<file path="src/exu_pkg.sv">
package exu_pkg;

    localparam int XLEN  = 32;
    localparam int NREG  = 32;
    localparam int REG_W = 5;

    // codes 11..15 are unused and give zero
    typedef enum logic [3:0] {
        ALU_ADD  = 4'd0,
        ALU_SUB  = 4'd1,
        ALU_SLT  = 4'd2,
        ALU_SLTU = 4'd3,
        ALU_AND  = 4'd4,
        ALU_OR   = 4'd5,
        ALU_NOR  = 4'd6,
        ALU_XOR  = 4'd7,
        ALU_SLL  = 4'd8,
        ALU_SRL  = 4'd9,
        ALU_SRA  = 4'd10
    } alu_op_e;

    // decoded micro-op from the front end
    typedef struct packed {
        alu_op_e           op;
        logic [REG_W-1:0]  rd;
        logic [REG_W-1:0]  rs1;
        logic [REG_W-1:0]  rs2;
        logic              use_imm;
        logic [XLEN-1:0]   imm;
    } uop_t;

    typedef struct packed {
        logic              en;
        alu_op_e           op;
        logic [REG_W-1:0]  rd;
        logic [XLEN-1:0]   src0;
        logic [XLEN-1:0]   src1;    // imm or rs2 value
    } exec_t;

    // result as written back and sent out
    typedef struct packed {
        logic [REG_W-1:0]  rd;
        logic [XLEN-1:0]   value;
    } wb_t;

endpackage

</file>
<file path="src/uop_receiver.sv">
`timescale 1ns/1ps

module uop_receiver import exu_pkg::*; (
    input  logic clk,
    input  logic reset,
    input  logic in_req,
    input  uop_t in_uop,
    output logic in_ack,
    input  logic take,
    output logic held_valid,
    output uop_t held_uop
);

    typedef enum logic [1:0] {
        S_IDLE,
        S_RELEASE,  // ack high until req drops
        S_HOLD      // full with ack low
    } rx_state_e;

    rx_state_e state;

    assign in_ack = (state == S_RELEASE);

    always_ff @(posedge clk) begin
        if (reset) begin
            state      <= S_IDLE;
            held_valid <= 1'b0;
            held_uop   <= '0;
        end else begin
            case (state)
                S_IDLE: begin
                    if (in_req) begin
                        held_uop   <= in_uop;
                        held_valid <= 1'b1;
                        state      <= S_RELEASE;
                    end
                end
                S_RELEASE: begin
                    if (take)
                        held_valid <= 1'b0;
                    if (!in_req)
                        state <= (held_valid && !take) ? S_HOLD : S_IDLE;
                end
                S_HOLD: begin
                    if (take) begin
                        held_valid <= 1'b0;
                        state      <= S_IDLE;
                    end
                end
                default: state <= S_IDLE;
            endcase
        end
    end

endmodule

</file>
<file path="src/issue_stage.sv">
`timescale 1ns/1ps

module issue_stage import exu_pkg::*; (
    input  logic             clk,
    input  logic             reset,
    input  logic             held_valid,
    input  uop_t             held_uop,
    output logic             take,
    output logic [REG_W-1:0] rs1,
    output logic [REG_W-1:0] rs2,
    input  logic [XLEN-1:0]  rdata1,
    input  logic [XLEN-1:0]  rdata2,
    input  logic             wb_ready,
    output exec_t            exec
);

    logic            hazard;
    logic            exec_free;
    logic [XLEN-1:0] src1_sel;

    assign rs1 = held_uop.rs1;
    assign rs2 = held_uop.rs2;

    // raw on the uop still sitting in the execute register
    assign hazard = exec.en && (exec.rd != '0) &&
                    ((exec.rd == held_uop.rs1) ||
                     (!held_uop.use_imm && (exec.rd == held_uop.rs2)));

    assign exec_free = !exec.en || wb_ready;     // empty or leaving this cycle
    assign take      = held_valid && exec_free && !hazard;

    assign src1_sel = held_uop.use_imm ? held_uop.imm : rdata2;

    always_ff @(posedge clk) begin
        if (reset) begin
            exec <= '0;
        end else if (take) begin
            exec.en   <= 1'b1;
            exec.op   <= held_uop.op;
            exec.rd   <= held_uop.rd;
            exec.src0 <= rdata1;
            exec.src1 <= src1_sel;
        end else if (wb_ready) begin
            exec.en <= 1'b0;  // result went to the sender
        end
    end

endmodule

</file>
<file path="src/regfile.sv">
`timescale 1ns/1ps

module regfile import exu_pkg::*; (
    input  logic             clk,
    input  logic             reset,
    input  logic [REG_W-1:0] raddr1,
    input  logic [REG_W-1:0] raddr2,
    output logic [XLEN-1:0]  rdata1,
    output logic [XLEN-1:0]  rdata2,
    input  logic             we,
    input  logic [REG_W-1:0] waddr,
    input  logic [XLEN-1:0]  wdata
);

    logic [XLEN-1:0] regs [NREG];

    always_ff @(posedge clk) begin
        if (reset) begin
            for (int i = 0; i < NREG; i++)
                regs[i] <= '0;
        end else if (we && (waddr != '0)) begin
            regs[waddr] <= wdata;
        end
    end

    // r0 is hard zero
    assign rdata1 = (raddr1 == '0) ? '0 : regs[raddr1];
    assign rdata2 = (raddr2 == '0) ? '0 : regs[raddr2];

endmodule

</file>
<file path="src/alu.sv">
`timescale 1ns/1ps

module alu import exu_pkg::*; (
    input  logic             alu_en_in,
    input  alu_op_e          alu_control,
    input  logic [REG_W-1:0] alu_rd_in,
    input  logic [XLEN-1:0]  alu_sr0,
    input  logic [XLEN-1:0]  alu_sr1,
    output logic             alu_en_out,
    output logic [REG_W-1:0] alu_rd_out,
    output logic [XLEN-1:0]  alu_result
);

    logic            inv_b;
    logic [XLEN-1:0] adder_b;
    logic [XLEN-1:0] adder_sum;
    logic            adder_cout;
    logic            slt_bit;
    logic            sltu_bit;
    logic [4:0]      shamt;
    logic [XLEN-1:0] result;

    // sub, slt and sltu all go through a + ~b + 1
    assign inv_b = (alu_control == ALU_SUB) ||
                   (alu_control == ALU_SLT) ||
                   (alu_control == ALU_SLTU);

    assign adder_b = inv_b ? ~alu_sr1 : alu_sr1;
    assign {adder_cout, adder_sum} = {1'b0, alu_sr0} + {1'b0, adder_b} +
                                     {{XLEN{1'b0}}, inv_b};

    // negative sr0 beats positive sr1 and equal signs use the sum bit
    assign slt_bit = (alu_sr0[XLEN-1] & ~alu_sr1[XLEN-1]) |
                     (~(alu_sr0[XLEN-1] ^ alu_sr1[XLEN-1]) & adder_sum[XLEN-1]);
    assign sltu_bit = ~adder_cout;  // borrow out

    assign shamt = alu_sr1[4:0];

    always_comb begin
        case (alu_control)
            ALU_ADD,
            ALU_SUB:  result = adder_sum;
            ALU_SLT:  result = {{(XLEN-1){1'b0}}, slt_bit};
            ALU_SLTU: result = {{(XLEN-1){1'b0}}, sltu_bit};
            ALU_AND:  result = alu_sr0 & alu_sr1;
            ALU_OR:   result = alu_sr0 | alu_sr1;
            ALU_NOR:  result = ~(alu_sr0 | alu_sr1);
            ALU_XOR:  result = alu_sr0 ^ alu_sr1;
            ALU_SLL:  result = alu_sr0 << shamt;
            ALU_SRL:  result = alu_sr0 >> shamt;
            ALU_SRA:  result = $unsigned($signed(alu_sr0) >>> shamt);
            default:  result = '0;  // unused codes
        endcase
    end

    assign alu_en_out = alu_en_in;
    assign alu_rd_out = alu_en_in ? alu_rd_in : '0;
    assign alu_result = alu_en_in ? result : '0;

endmodule

</file>
<file path="src/writeback_sender.sv">
`timescale 1ns/1ps

module writeback_sender import exu_pkg::*; (
    input  logic             clk,
    input  logic             reset,
    input  logic             alu_en_out,
    input  logic [REG_W-1:0] alu_rd_out,
    input  logic [XLEN-1:0]  alu_result,
    output logic             wb_ready,
    output logic             we,
    output logic [REG_W-1:0] waddr,
    output logic [XLEN-1:0]  wdata,
    output logic             out_req,
    input  logic             out_ack,
    output wb_t              out_wb
);

    typedef enum logic [1:0] {
        S_EMPTY,
        S_FULL,   // captured and req goes up next
        S_REQ,
        S_REL     // req dropped and waiting for ack low
    } tx_state_e;

    tx_state_e state;

    assign wb_ready = (state == S_EMPTY);
    assign out_req  = (state == S_REQ);

    // register file is written on the capture edge
    assign we    = alu_en_out && wb_ready;
    assign waddr = alu_rd_out;
    assign wdata = alu_result;

    always_ff @(posedge clk) begin
        if (reset) begin
            state  <= S_EMPTY;
            out_wb <= '0;
        end else begin
            case (state)
                S_EMPTY: begin
                    if (alu_en_out) begin
                        out_wb.rd    <= alu_rd_out;
                        out_wb.value <= alu_result;
                        state        <= S_FULL;
                    end
                end
                S_FULL:  state <= S_REQ;
                S_REQ:   if (out_ack) state <= S_REL;
                S_REL:   if (!out_ack) state <= S_EMPTY;
                default: state <= S_EMPTY;
            endcase
        end
    end

endmodule

</file>
<file path="src/int_exec_unit.sv">
`timescale 1ns/1ps

module int_exec_unit import exu_pkg::*; (
    input  logic clk,
    input  logic reset,
    input  logic in_req,
    input  uop_t in_uop,
    output logic in_ack,
    output logic out_req,
    output wb_t  out_wb,
    input  logic out_ack
);

    logic             held_valid;
    uop_t             held_uop;
    logic             take;
    logic [REG_W-1:0] rs1;
    logic [REG_W-1:0] rs2;
    logic [XLEN-1:0]  rdata1;
    logic [XLEN-1:0]  rdata2;
    logic             wb_ready;
    exec_t            exec;
    logic             alu_en_out;
    logic [REG_W-1:0] alu_rd_out;
    logic [XLEN-1:0]  alu_result;
    logic             we;
    logic [REG_W-1:0] waddr;
    logic [XLEN-1:0]  wdata;

    uop_receiver u_rx (
        .clk(clk), .reset(reset),
        .in_req(in_req), .in_uop(in_uop), .in_ack(in_ack),
        .take(take), .held_valid(held_valid), .held_uop(held_uop)
    );

    issue_stage u_issue (
        .clk(clk), .reset(reset),
        .held_valid(held_valid), .held_uop(held_uop), .take(take),
        .rs1(rs1), .rs2(rs2), .rdata1(rdata1), .rdata2(rdata2),
        .wb_ready(wb_ready), .exec(exec)
    );

    regfile u_rf (
        .clk(clk), .reset(reset),
        .raddr1(rs1), .raddr2(rs2), .rdata1(rdata1), .rdata2(rdata2),
        .we(we), .waddr(waddr), .wdata(wdata)
    );

    alu u_alu (
        .alu_en_in(exec.en), .alu_control(exec.op), .alu_rd_in(exec.rd),
        .alu_sr0(exec.src0), .alu_sr1(exec.src1),
        .alu_en_out(alu_en_out), .alu_rd_out(alu_rd_out), .alu_result(alu_result)
    );

    writeback_sender u_wb (
        .clk(clk), .reset(reset),
        .alu_en_out(alu_en_out), .alu_rd_out(alu_rd_out), .alu_result(alu_result),
        .wb_ready(wb_ready), .we(we), .waddr(waddr), .wdata(wdata),
        .out_req(out_req), .out_ack(out_ack), .out_wb(out_wb)
    );

endmodule

</file>
<file path="config.mk">
export PLATFORM = sky130hd
export DESIGN_NAME = int_exec_unit
export DESIGN_NICKNAME = d
export VERILOG_FILES = /design/src/exu_pkg.sv /design/src/uop_receiver.sv /design/src/issue_stage.sv /design/src/regfile.sv /design/src/alu.sv /design/src/writeback_sender.sv /design/src/int_exec_unit.sv
export SDC_FILE = /design/constraint.sdc
export NUM_CORES = 2
export LEC_CHECK = 0
export BUFFER_PORTS_ARGS = -buffer_cell sky130_fd_sc_hd__buf_2
export CAP_MARGIN = 20
export CORE_UTILIZATION = 40
export DETAILED_ROUTE_END_ITERATION = 16
export PLACE_DENSITY = 0.67
export REMOVE_ABC_BUFFERS = 1
export SYNTH_ARGS = -nofsm -noshare
export SYNTH_HDL_FRONTEND = slang
export SYNTH_HIERARCHICAL = 1
export SYNTH_SLANG_ARGS = --single-unit
</file>
<file path="constraint.sdc">
create_clock -name clk -period 5.2 [get_ports clk]
set_clock_uncertainty 0.2 [all_clocks]
set_input_delay 0.26 -clock clk [delete_from_list [all_inputs] [get_ports clk]]
set_output_delay 0.26 -clock clk [all_outputs]
set_load 0.01 [all_outputs]
</file>
==> metrics.md <==
| Metric | Value |
|---|---|
| Die Width | `421 um` |
| Pleak | `0.0273 uW` |
| WL per Instance | `29.5 um` |
| Max transition margin | `22.5%` |
| Register bit total from synthesis | `1192` |
| Root Buffer | `clkbuf_16` |
| Final Slew Violations | `0` |
| Synth-to-Final Area Change | `11.6%` |
| Critical Path Source Type | `flop` |
| Core Area | `174000 sq um` |
| Largest net degree at the start of global routing | `92` |
| Fin. Hold Viols | `0` |
| Placer congestion estimate | `0.960` |
| Unrepaired setup endpoints after global routing | `false` |
| Fmax | `0.206 GHz` |
| Syn Area/Cell | `12.8 sq um` |
| Number of core rows | `153` |
| Detailed Route Iter0 Violations | `6525` |
| PortBufs | `94` |
| Initial core utilization | `40.4%` |
| Synth cell types | `92` |
| Die Span Y | `421 um` |
| Clock Sinks | `1192` |
| Inst Count DP | `7641` |
| Post-DP HPWL | `154000 um` |
| Clock Pin Slew Worst Setup and Hold Paths | `0.06 ns` |
| Sequential element share of the synthesized area | `48.5%` |
| DR vias/cell | `6.20` |
| CP Max Fanout | `32` |
| Reg2reg start | `u_issue/exec[71]` |
| H-tree levels | `4` |
| Worst-margin pin slew | `1.16 ns` |
| WL final | `235000 um` |
| IO Pins | `95` |
| Period Utilization, post-route | `93.2%` |
| Share of the synthesized area in the top cell type | `43.7%` |
| Worst skew pair latency | `0.80 ns` |
| HP Start | `in_uop[37]` |
| Power Dens Cells | `346 nW/um^2` |
| Post-DRT Antenna Nets | `0` |
| Hold WS | `0.0615 ns` |
| Post-CTS resize count | `0` |
| GRT Overall Usage | `25.8%` |
| Post-CTS Hold Buffers | `64` |
| DR DRC count | `0` |
| Min-Delay Path Class | `in -> reg` |
| CP required | `5.53 ns` |
| Num CTS Buffers | `134` |
| Area contributors post-synth | `edfxtp_1 44%, mux4_2 16%, and2_1 9.0%` |
| Min Tclk post-route | `4.85 ns` |
| Maximum buffer depth of the clock tree | `3` |
| Max-cap check violation count | `0` |
| Endpoints failing setup | `0` |
| CTS tree | `done` |
| Async SR Flop Fraction | `0%` |
| Initial antenna violation count | `8` |
| Router iterations before antenna repair | `6` |
| Via count | `49.4k` |
| Fin util | `45.0%` |
| # fillers | `15.4k` |
| Total of warnings raised by yosys | `6` |
| Post-Syn Instances | `5499` |
| Outcome | `complete, no violations` |
| Synth Flop Type | `edfxtp_1` |
| Setup TNS | `0 ns` |
| Post-synth EDFFs | `1024` |
| First-pass GRT wire length | `337000 um` |
| Post-CTS Repair Setup Buffers | `0` |
| Post-layout nets | `5683` |
| WS Path Type | `reg -> reg` |
| Share of layout cells above drive strength 1 | `23.8%` |
| Crit end category | `flop` |
| Vias in the first global route | `48.2k` |
| Die area | `177000 sq um` |
| Synthesized cell area | `70300 sq um` |
| Area leader, netlist | `edfxtp_1` |
| Setup crit start | `u_issue/exec[71]` |
| Peak supply drop | `373 uV` |
| Final std cells w/o fill | `7959` |
| CP Data Arrival Time | `5.18 ns` |
| Grt ovf | `0` |
-- cell usage after synthesis, drive strengths merged (39+ instances only) --
cell	number
clkbuf	337
nand2	297
nor2b	52
mux4	518
a211oi	39
inv	96
mux2i	308
ha	106
o21ai	91
and2	1010
buf	242
a21oi	186
a22o	51
mux2	98
dfxtp	168
xnor2	48
edfxtp	1024
a2111oi	57
nor2	175
o22ai	118
nand2b	104
nor3	66
-- state kept, by name, summed over array words and instances, names as in the netlist --
name             count
u_issue/exec        74
u_rf/regs         1024
u_rx/held_uop       52
u_rx/held_valid      1
u_rx/state           2
u_wb/out_wb         37
u_wb/state           2
-- worst paths after layout --
check / depth (start not counted) / endpoint / slack (ns)
setup / recovery: 16 / u_rf/regs[29][30] / 0.35
setup reg to reg: 16 / u_rf/regs[29][30] / 0.35
hold / removal: 4 / u_rx/held_uop[37] / 0.06
hold reg to reg: 2 / u_wb/out_wb[19] / 0.25
-- cell type report --
type | instances | area [sq um] | area share (%)
Timing Repair Buffer | 433 | 3480 | 4.43
Inverter | 97 | 367 | 0.467
Multi-Input combinational cell | 3662 | 33300 | 42.5
Clock inverter | 46 | 395 | 0.504
Antenna cell | 6 | 15.0 | 0.0191
Tap cell | 2325 | 2910 | 3.71
Sequential cell | 1192 | 34200 | 43.5
Clock buffer | 198 | 3820 | 4.87
-- through the flow --
step | total power [uW] | worst slack [ns] | cell area [sq um]
6_report | 27100 | 0.353 | 78500
2_1_floorplan | 15900 | -10.73 | 67500
3_5_place_dp | 17900 | 0.460 | 73500
3_3_place_gp | 17800 | 0.458 | 73500
4_1_cts | 27100 | 0.430 | 78400
5_1_grt | 27900 | 0.0969 | 78400
-- layer usage --
metal	global-route usage, %	wire length (um)
met1	33.7	88600
met2	41.6	110000
met3	5.14	25400
met4	11.6	11300
met5	0	34
-- placed cells by master, fill, tap and decap left out, types with 21 or more instances in the layout --
master	netlist	routed
a2111oi_1	41	36
a211oi_1	38	37
a21o_1	21	21
a21oi_1	166	159
a21oi_2	20	27
a22o_1	51	51
and2_1	1010	1008
buf_2	81	93
buf_4	96	253
clkbuf_1	335	47
clkbuf_16	0	139
conb_1	1	32
dfxtp_1	168	153
dlygate4sd3_1	0	64
edfxtp_1	1024	1024
ha_1	106	106
inv_1	94	93
mux2_2	96	96
mux2i_1	308	308
mux4_2	514	514
nand2_1	276	275
nand2_2	21	22
nand2b_1	104	104
nand3_1	25	25
nor2_1	175	142
nor2_2	0	32
nor2b_1	52	50
nor3_1	66	65
o21ai_0	88	88
o22ai_1	118	116
or2_2	37	37
xnor2_1	48	48
-- power by group --
part	internal, uW	leakage (uW)	total, uW	switching (uW)
sequential	10800	0.0119	11400	580
combinational	2580	0.0133	6530	3950
clock	5300	0.00205	9240	3940
total	18700	0.0273	27100	8470
-- logic make-up (layout without fill, tap and decap cells) --
| family | count (synthesis) | after routing | share of synthesized area [%] |
|---|---|---|---|
| xor gates and xnor gates | 54 | 54 | 0.673 |
| AOI/OAI and AO/OA | 710 | 710 | 6.95 |
| buffers and inverters | 676 | 774 | 4.69 |
| other | 1 | 38 | 0.00533 |
| muxes | 924 | 924 | 22.6 |
| and+or+nand+nor | 1835 | 1835 | 14.7 |
| adders and majority gates | 107 | 107 | 1.91 |
| DFF | 1192 | 1192 | 48.5 |
-- worst max-delay path, cell delays in order, from the launching register on --
cell      delay [ns]
dfxtp_1         0.31
nor2_1          0.25
o21ai_4         0.18
buf_4           0.25
xnor2_1         0.14
ha_1            0.34
a211oi_1        0.28
o31ai_1         0.12
buf_4           0.16
o2111a_1        0.26
o211ai_1        0.42
a41oi_1         0.34
a221oi_1        0.41
nor4_1          0.09
a211o_1         0.38
buf_4           0.27
and2_1          0.18
Power figures use the tool's default switching activity.
